$ cat config.mk
export PLATFORM = sky130hd
export DESIGN_NAME = branchResolve
export DESIGN_NICKNAME = d
export VERILOG_FILES = /design/src/wbPkg.sv /design/src/branchResolve.sv
export VERILOG_INCLUDE_DIRS = /design/src /design/src/src
export SDC_FILE = /design/constraint.sdc
export NUM_CORES = 1
export LEC_CHECK = 0
export ABC_AREA = 1
export ABC_CLOCK_PERIOD_IN_PS = 1900
export BUFFER_PORTS_ARGS = -buffer_cell sky130_fd_sc_hd__clkbuf_2
export CAP_MARGIN = 5
export CORE_MARGIN = 1
export CORE_UTILIZATION = 30
export DETAILED_ROUTE_END_ITERATION = 8
export MAX_ROUTING_LAYER = met4
export PLACE_DENSITY = 0.79
export REMOVE_ABC_BUFFERS = 1
export SLEW_MARGIN = 20
export SYNTH_ARGS = -nofsm -noshare
export SYNTH_HDL_FRONTEND = slang
export SYNTH_SLANG_ARGS = --single-unit
$ cat constraint.sdc
create_clock -name vclk -period 1.9
set_input_delay 0.38 -clock vclk [all_inputs]
set_output_delay 0.38 -clock vclk [all_outputs]
set_load 0.03 [all_outputs]
$ cat src/wb_config.svh
`ifndef WB_CONFIG_SVH
`define WB_CONFIG_SVH

// datapath widths
`define DATA_WIDTH 32
`define PC_WIDTH 32

// physical register file size, sets the tag width
`define PHYS_REGS 64

// active list depth, sets the completion index width
`define ACTIVE_ENTRIES 32

// branch checkpoints, one mask bit each
`define CHECKPOINTS 4

// result lanes into writeback
// lane 0 simple alu, lane 1 branch/alu, lane 2 load/store
`define WB_LANES 3

// lane that carries branch results
`define BRANCH_LANE 1

// external register file read ports
`define READ_PORTS 2

`endif
$ cat src/wbPkg.sv
`include "wb_config.svh"

package wbPkg;

        typedef logic [`DATA_WIDTH-1:0] dataWord;
        typedef logic [`PC_WIDTH-1:0] pcAddr;
        typedef logic [$clog2(`PHYS_REGS)-1:0] physTag;
        typedef logic [$clog2(`ACTIVE_ENTRIES)-1:0] alTag;
        typedef logic [$clog2(`CHECKPOINTS)-1:0] ckptId;
        typedef logic [`CHECKPOINTS-1:0] ckptMask;

        // prediction and execution result of a control instruction
        typedef struct packed {
                logic isBranch;
                logic isConditional;
                logic predTaken;
                pcAddr predTarget;
                logic computedTaken;
                pcAddr computedTarget;
                ckptId branchCkpt;
        } branchInfo;

        // one lane's execution result
        typedef struct packed {
                logic valid;
                ckptMask ckptMask;
                logic destValid;
                physTag physDest;
                alTag alIndex;
                dataWord result;
                logic exception;
                branchInfo branch;
        } exePacket;

        // registered branch lane, handed to the resolver
        typedef struct packed {
                logic valid;
                branchInfo info;
        } branchCheck;

        typedef struct packed {
                logic verified;
                logic mispredict;
                logic conditional;
                ckptId ckpt;
                logic taken;
                pcAddr target;
        } branchOutcome;

        // report to the active list
        typedef struct packed {
                logic valid;
                alTag alIndex;
                logic exception;
        } completion;

        typedef struct packed {
                logic valid;
                physTag physDest;
                dataWord result;
        } bypassPacket;

        typedef struct packed {
                logic enable;
                physTag physDest;
                dataWord data;
        } regWrite;

endpackage

$ cat src/branchResolve.sv
`timescale 1ns/1ns
`include "wb_config.svh"

module branchResolve
        import wbPkg::*;
(
        input  branchInfo    branch_i,
        input  logic         valid_i,
        output branchOutcome outcome_o
);

        logic verified;
        logic taken;
        logic dirWrong;
        logic targetWrong;

        // a branch is checked only when the lane holds one
        assign verified = valid_i & branch_i.isBranch;

        assign taken = verified & branch_i.computedTaken;

        // direction only matters for conditional branches
        assign dirWrong = branch_i.isConditional &
                          (branch_i.computedTaken != branch_i.predTaken);

        // a taken branch also has to land on the predicted target
        assign targetWrong = taken &
                             (branch_i.computedTarget != branch_i.predTarget);

        always_comb
        begin
                outcome_o.verified = verified;
                outcome_o.mispredict = verified & (dirWrong | targetWrong);
                outcome_o.conditional = verified & branch_i.isConditional;
                outcome_o.ckpt = branch_i.branchCkpt;
                outcome_o.taken = taken;
                // redirect target, zero when falling through
                if (taken)
                begin
                        outcome_o.target = branch_i.computedTarget;
                end
                else
                begin
                        outcome_o.target = '0;
                end
        end

endmodule

==> impl_results.md <==
- Seq/Total Area, Yosys: 0
- Share of cells above drive strength 1: 0.430
- Synthesis-to-finish area growth: 68.7%
- DR iter-0 viols: 9
- Vias in the first global route: 844
- Min Tclk post-route: 1.71 ns
- XOR/XNOR share of the synthesized area: 0.268
- Width of the die: 53.1 um
- WP data required: around 1.5 ns
- Post-Synth Simple-Gate Area: 0.463
- Final setup vio count: 0
- Number of hold buffers added after CTS: 0
- Crit path arrival time: 1.33 ns
- Worst Tran Pin Value: 0.207 ns
- Critical Path Fanout Max: 2
- Post-synthesis compound-gate area fraction: 0
- Unique masters post-synth: 9
- Fin area: 1320 um^2
- Leak: around 0.95 nW
- Yosys warns: 0
- Main combinational cell family by area after synthesis: simple AND/OR/NAND/NOR gates
- Max layer used: met3
- Power per cell area: 209 nW/um^2
- Met3 Routed Length: 182 um
- Sequential power share: 0
- Status: finished, final reports clean
- Residual DRC: 0
- GRT overflow: 0
- Post-synthesis mux area share: 0
- Rel. slew slack: 0.861
- Routed WL per cell: 7.03 um
- Core area: between 2000 and 2500 um^2
- # IOs: 109
- Routed WL: approximately 2.1 mm
- Final Hold Fails: 0
- Gr usage total: 0.139
- Initial DRT Pass Iterations: 4
- Clk pwr share: 0
- Antenna cells: 0
- DP Area: 1320 um^2
- Crit start category: input pin
- Sequential cell area: 0 um^2
- Port Buffers: 105
- Die Area: roughly 2800 um^2
- Starting Density: 0.316
- # fillers: approximately 290
- # rows: 18
- Commonest non-fill, non-tap cell in the layout: clkbuf_2
- Layout Nets: 343
- Switch share: 0.542
- Net switching power: 0.000149 W
- Synth Area per Inst: 4.58 um^2
- Final hold slack: 0.760 ns
- Setup CP Type: in2out
- Int Pwr: 0.000126 W
- Seq cells: 0
- Resize count post-CTS: 0
- Min-Delay Path Class: in2out
- GPL Wtd Cong: between 0.6 and 0.7
- Pre-CTS WS: about 0.15 ns
- ANT nets after route: 0
- Synth Area in Adders: 0
- Total of max-cap violations: 0
- CP Capture Type: primary output
- IR drop worst, VDD: ~0.12 mV
- Most frequent cells in the layout: 105 x clkbuf_2, 52 x nand2_1, 43 x nor2_1, 35 x inv_1, 23 x xnor2_1
- CLK BUF: 0
- Vias per cell: 3.99
- PnR worst setup slack: 0.191 ns
- Post-DP HPWL: slightly below 2 mm
- Layout Utilization: 0.533
- RSZ-0062 raised after global routing: no
- Max Clock Freq: between 500 and 600 MHz
- Post-CTS Setup Inserts: 0
- Mapped Cells: 171
- Netlist Area Pre-Place: approximately 800 um^2
- DIE HEIGHT: 53.1 um
- Combinational share of power: 1.000
- Via count: 1196
- Largest net degree at the start of global routing: 26
- DR WL met2: 1.08 mm
- M1 WL: 841 um
- Power Total: 0.000276 W
- Global-route wire length before repair: roughly 3.0 mm
- Initial antenna violation count: 0
- Final Cycle Share: 0.900
- Slew Limit Fails: 0
==> worst max-delay path, cell delays in order <==
cell	delay [ns]
clkbuf_2	0.10
xnor2_1	0.22
nand2_1	0.08
nor2_1	0.10
nand2_1	0.06
nor2_1	0.08
nand2_1	0.06
nand2_1	0.05
nand2_1	0.04
clkbuf_2	0.18
==> cells in the mapped netlist, drive strengths merged <==
master | count | area (um^2)
nand2 | 53 | 201
inv | 44 | 165
nor2 | 43 | 161
xnor2 | 23 | 201
buf | 7 | 45.0
xor2 | 1 | 8.76
==> final timing paths <==
check / startpoint / endpoint / slack, ns / depth (start not counted)
max: branch_i[26] / outcome_o[36] / 0.19 / 10
min: branch_i[0] / outcome_o[33] / 0.76 / 0
==> stage by stage <==
step	cells	setup TNS, ns
floorplan	164	-0.0823
global placement	300	0
detailed placement	300	0
CTS	300	0
global route	300	0
finish	300	0
==> power by group through the flow <==
stage / logic, W / registers [W] / clock network (W)
after floorplan: 0.000154 / 0 / 0
after global placement: 0.000276 / 0 / 0
after detailed placement: 0.000279 / 0 / 0
after CTS: 0.000280 / 0 / 0
after global routing: 0.000310 / 0 / 0
final: 0.000276 / 0 / 0
==> kinds of logic after synthesis <==
family / count (synthesis)
xor gates and xnor gates: 24
buffers and inverters: 51
and+or+nand+nor: 96
==> layout make-up <==
cell class / instances / area, um^2 / share of cell area
multi-input cells: 120 / 573 / 0.434
inverters: 44 / 165 / 0.125
repair buffers: 106 / 546 / 0.413
well taps: 30 / 37.5 / 0.0284
==> per-layer routing <==
metal,vias to the layer above,GRT usage
met5,-,-
met3,0,0.00287
met2,51,0.281
met4,0,0
met1,482,0.160
li1,663,-
No activity file was read; power rests on OpenSTA's default activity.
