<file path="src/wb_config.svh">
`ifndef WB_CONFIG_SVH
`define WB_CONFIG_SVH

// datapath widths
`define DATA_WIDTH 32
`define PC_WIDTH 32

// physical register file size, sets the tag width
`define PHYS_REGS 64

// active list depth, sets the completion index width
`define ACTIVE_ENTRIES 32

// branch checkpoints, one mask bit each
`define CHECKPOINTS 4

// result lanes into writeback
// lane 0 simple alu, lane 1 branch/alu, lane 2 load/store
`define WB_LANES 3

// lane that carries branch results
`define BRANCH_LANE 1

// external register file read ports
`define READ_PORTS 2

`endif
</file>
<file path="src/wbPkg.sv">
`include "wb_config.svh"

package wbPkg;

        typedef logic [`DATA_WIDTH-1:0] dataWord;
        typedef logic [`PC_WIDTH-1:0] pcAddr;
        typedef logic [$clog2(`PHYS_REGS)-1:0] physTag;
        typedef logic [$clog2(`ACTIVE_ENTRIES)-1:0] alTag;
        typedef logic [$clog2(`CHECKPOINTS)-1:0] ckptId;
        typedef logic [`CHECKPOINTS-1:0] ckptMask;

        // prediction and execution result of a control instruction
        typedef struct packed {
                logic isBranch;
                logic isConditional;
                logic predTaken;
                pcAddr predTarget;
                logic computedTaken;
                pcAddr computedTarget;
                ckptId branchCkpt;
        } branchInfo;

        // one lane's execution result
        typedef struct packed {
                logic valid;
                ckptMask ckptMask;
                logic destValid;
                physTag physDest;
                alTag alIndex;
                dataWord result;
                logic exception;
                branchInfo branch;
        } exePacket;

        // registered branch lane, handed to the resolver
        typedef struct packed {
                logic valid;
                branchInfo info;
        } branchCheck;

        typedef struct packed {
                logic verified;
                logic mispredict;
                logic conditional;
                ckptId ckpt;
                logic taken;
                pcAddr target;
        } branchOutcome;

        // report to the active list
        typedef struct packed {
                logic valid;
                alTag alIndex;
                logic exception;
        } completion;

        typedef struct packed {
                logic valid;
                physTag physDest;
                dataWord result;
        } bypassPacket;

        typedef struct packed {
                logic enable;
                physTag physDest;
                dataWord data;
        } regWrite;

endpackage

</file>
<file path="src/writeBack.sv">
`timescale 1ns/1ns
`include "wb_config.svh"

module writeBack
        import wbPkg::*;
(
        input  logic         clk,
        input  logic         reset,
        input  exePacket     exeLanes_i [`WB_LANES],
        input  branchOutcome outcome_i,
        output branchCheck   branch_o,
        output completion    completion_o [`WB_LANES],
        output bypassPacket  bypass_o [`WB_LANES],
        output regWrite      regWrite_o [`WB_LANES]
);

        // lane packets held for one cycle
        exePacket lanePkt [`WB_LANES];

        // wrong-path squash per lane
        logic [`WB_LANES-1:0] cancel;

        // valid and not squashed
        logic [`WB_LANES-1:0] laneDone;

        // squash target of the branch resolving this cycle
        logic squashActive;
        ckptId squashCkpt;

        // an invalid input stores as all zero, stale fields never survive
        always_ff @(posedge clk)
        begin
                for (int i = 0; i < `WB_LANES; i++)
                begin
                        if (reset || !exeLanes_i[i].valid)
                        begin
                                lanePkt[i] <= '0;
                        end
                        else
                        begin
                                lanePkt[i] <= exeLanes_i[i];
                        end
                end
        end

        // branch lane goes out to the resolver
        always_comb
        begin
                branch_o.valid = lanePkt[`BRANCH_LANE].valid;
                branch_o.info = lanePkt[`BRANCH_LANE].branch;
        end

        assign squashActive = outcome_i.verified & outcome_i.mispredict;
        assign squashCkpt = outcome_i.ckpt;

        // anything depending on the mispredicted checkpoint is dropped,
        // the branch itself included when it sits under its own bit
        always_comb
        begin
                for (int i = 0; i < `WB_LANES; i++)
                begin
                        cancel[i] = squashActive & lanePkt[i].ckptMask[squashCkpt];
                        laneDone[i] = lanePkt[i].valid & ~cancel[i];
                end
        end

        // completion to the active list
        always_comb
        begin
                for (int i = 0; i < `WB_LANES; i++)
                begin
                        completion_o[i].valid = laneDone[i];
                        completion_o[i].alIndex = lanePkt[i].alIndex;
                        completion_o[i].exception = lanePkt[i].exception;
                end
        end

        // bypass ignores the squash, consumers on the wrong path
        // get flushed by their own checkpoint
        always_comb
        begin
                for (int i = 0; i < `WB_LANES; i++)
                begin
                        bypass_o[i].valid = lanePkt[i].valid & lanePkt[i].destValid;
                        bypass_o[i].physDest = lanePkt[i].physDest;
                        bypass_o[i].result = lanePkt[i].result;
                end
        end

        // only surviving results reach the register file
        always_comb
        begin
                for (int i = 0; i < `WB_LANES; i++)
                begin
                        regWrite_o[i].enable = laneDone[i] & lanePkt[i].destValid;
                        regWrite_o[i].physDest = lanePkt[i].physDest;
                        regWrite_o[i].data = lanePkt[i].result;
                end
        end

endmodule

</file>
<file path="config.mk">
export PLATFORM = sky130hd
export DESIGN_NAME = writeBack
export DESIGN_NICKNAME = d
export VERILOG_FILES = /design/src/wbPkg.sv /design/src/writeBack.sv
export VERILOG_INCLUDE_DIRS = /design/src /design/src/src
export SDC_FILE = /design/constraint.sdc
export NUM_CORES = 1
export LEC_CHECK = 0
export ABC_CLOCK_PERIOD_IN_PS = 1600
export BUFFER_PORTS_ARGS = -buffer_cell sky130_fd_sc_hd__buf_4
export CAP_MARGIN = 20
export CORE_AREA = 5 5 276 278
export DETAILED_ROUTE_END_ITERATION = 8
export DIE_AREA = 0 0 281 283
export SYNTH_ARGS = -nofsm -noshare
export SYNTH_HDL_FRONTEND = slang
export SYNTH_SLANG_ARGS = --single-unit
</file>
<file path="constraint.sdc">
create_clock -name clk -period 1.6 [get_ports clk]
set_clock_uncertainty 0.2 [all_clocks]
set_input_delay 0.32 -clock clk [delete_from_list [all_inputs] [get_ports clk]]
set_output_delay 0.32 -clock clk [all_outputs]
set_load 0.01 [all_outputs]
</file>
==> reports/metrics.cfg <==
[sta]
worst_pin_slew_ps = 478
maxSlewViolCount = 0
min_period_ps = 2240
fin_ws_ps = -639
holdWs_ps = 55.1
fin_tns_setup_ps = -3780
fin_crit_sh_pct = 140
slew_headroom_pct = 68.1
finalSetupViolCount = 10
fmax_ghz = 0.447
rsz0062_at_grt = true
hold_viol = 0

[hold_path]
worstHoldEndpoint = lanePkt[2][119]
hp-start = exeLanes_i[119]
hold_class = input port to flop
min_path_cells = 3

[cells_and_area]
largest-register = lanePkt
largest_reg_flops = 220
fill_cells = 7820
drive_above_1_share_pct = 57.3
area_growth_pct = 81.9
multi_input_area_sq_um = 1640
reg_top3 = lanePkt x220
final-seq-area_sq_um = 4600
finalNonFillerCells = 2268
finalNetCount = 1676

[worst_setup_path]
required_ps = 1080
slowest_stage = dfxtp_2
max_stage_delay_ps = 310
cpMostUsedCell = buf_6
critPathCaptureType = output port
path_cells = mux2_4, a221oi_4, buf_6, buf_6
arrival_ps = 1720
startpoint_type = flop
crit_fanout = 2
crit_type = flop to output port

[grt]
grt_pass1_wl_microns = 44100
grt_overflow_total = 0
grt_max_degree = 62
grtUsageTotal_pct = 7.17
grt_pass1_vias = 7075
antenna_found_initial = 5

[clocking]
cts_tree = built
cts-buffers-inserted = 27
htree_num_levels = 1
clk_pin_slew_ps = 60
clk_path_buf_depth = 3
clock_tree.root_cell = clkbuf_16
cts_sinks = 220

[status]
violations = setup timing
status = finished, violations left

[placement]
routabilityCongestion = 0.744
port_buffers = 551
dpl.hpwl_microns = 21600
dp.cells = 1996

[power]
p_sw_share_pct = 23.4
vdd_drop_max_uv = 671
p_int_mw = 10.8
power_frac_comb_pct = 14.1
p_seq_share_pct = 41.6
p_leak_nw = 7.02
p_sw_mw = 3.30
clkPwrFrac_pct = 44.4
power.total_mw = 14.1
powerDensity_nw_per_um2 = 913

[detailed_routing]
firstDrtPassIters = 4
drt_first_iter_violations = 132
num_vias = 6383
wl_microns = 30700
drc = 0
wl_per_cell_microns = 13.5
antenna_left = 0
vias_per_cell = 2.81

[floorplan]
num_rows = 100
core_sq_um = 73700
die-area_sq_um = 79500
initial_core_util_pct = 11.5
num_io_pins = 726
die_h_microns = 283
die_w_microns = 281

[synth]
synth_area_sq_um = 8470
ys_seq_elements = 220
synth_top_area_share_pct = 52.0
synth_fp_nets = 1206
syn_inst = 806
yosys_warnings = 0
ys_types = 16
postSynthAreaPerCell_sq_um = 10.5
seq_area_frac_synth_pct = 52.0
synthTopCellsByArea = dfxtp_1 (52%), buf_4 (28%), and2_1 (16%)
yosys.area.top_type = dfxtp_1

[run]
max_cap_viol_count = 0

==> per-stage QoR <==
stage          area, sq um  worst slack [ps]  utilization [%]
6_report             15400              -639             20.9
5_1_grt              15400              -741             20.9
4_1_cts              15200              -737             20.6
3_5_place_dp         11500              -529             15.6
3_3_place_gp         11500              -546             15.6
2_1_floorplan         8470             -76.6                -
==> cell type report <==
type	instances	share of cell area, %
Clock inverter	11	0.934
Inverter	6	0.146
Sequential cell	220	29.9
Antenna cell	5	0.0812
Clock buffer	36	4.87
Timing Repair Buffer	784	45.5
Multi-Input combinational cell	237	10.7
Tap cell	969	7.87
==> critical path: cells and delay by family (launching register included) <==
family | cells | cell delay (ps)
compound gates | 1 | 310
buf+inv | 2 | 250
mux | 1 | 280
flops | 1 | 310
==> cells by family after synthesis <==
group,synth area share [%]
buffers and inverters,29.8
and+or+nand+nor,16.6
AOI/OAI and AO/OA,0.621
DFF,52.0
muxes,0.975
==> routing by layer <==
metal	vias to the layer above	global-route usage [%]	share of wire, %
met1	2880	7.40	36
met4	0	3.48	5.1
met5	-	0	0
li1	3080	-	-
met2	364	12.7	48
met3	59	2.68	11
==> placed cells by master, fill, tap and decap left out, types with 4 or more instances in the layout <==
cell type	count
diode_2	5
clkbuf_8	4
mux2_4	4
clkbuf_1	5
dfxtp_4	23
buf_4	421
a221oi_2	4
clkinv_2	4
dfxtp_2	91
and2_1	217
clkbuf_16	27
buf_6	139
buf_12	4
dlygate4sd3_1	219
dfxtp_1	106
==> worst max-delay path by stage <==
stage / startpoint / end / slack (ps) / cells past startpoint
3_5_place_dp: outcome_i[34] / regWrite_o[38] / -530 / 5
4_1_cts: lanePkt[2][118] / regWrite_o[38] / -740 / 4
6_report: lanePkt[2][118] / regWrite_o[38] / -640 / 4
3_3_place_gp: outcome_i[34] / regWrite_o[38] / -550 / 5
2_1_floorplan: outcome_i[34] / completion_o[13] / -80 / 3
5_1_grt: lanePkt[2][116] / regWrite_o[38] / -740 / 4
==> cell usage after synthesis <==
| cell type | n |
|---|---|
| and2_1 | 217 |
| inv_1 | 6 |
| a221oi_1 | 6 |
| nand2_1 | 3 |
| nor2b_1 | 3 |
| buf_2 | 3 |
| clkbuf_1 | 11 |
| dfxtp_1 | 220 |
| clkbuf_2 | 10 |
| buf_1 | 1 |
| buf_6 | 1 |
| and3_1 | 1 |
| mux2_4 | 4 |
| and3b_1 | 1 |
| mux2_2 | 2 |
| buf_4 | 317 |
==> power groups by stage <==
stage          clock [mW]  combinational (mW)  sequential, mW
2_1_floorplan           0               0.828            5.89
3_3_place_gp            0                1.43            5.93
3_5_place_dp            0                1.43            5.93
4_1_cts              6.60                1.96            5.84
5_1_grt              6.77                2.11            5.87
6_report             6.24                1.98            5.84
==> timing repair <==
item / in CTS / in global routing
buffers inserted: 1 / 0
resized for setup: 220 / 75
hold buffers: 219 / 0
hold endpoints to repair: 220 / 0
pin swaps: 5 / 3
setup endpoints to repair: 153 / 151
Note: power is estimated with default switching activity, not from simulation.
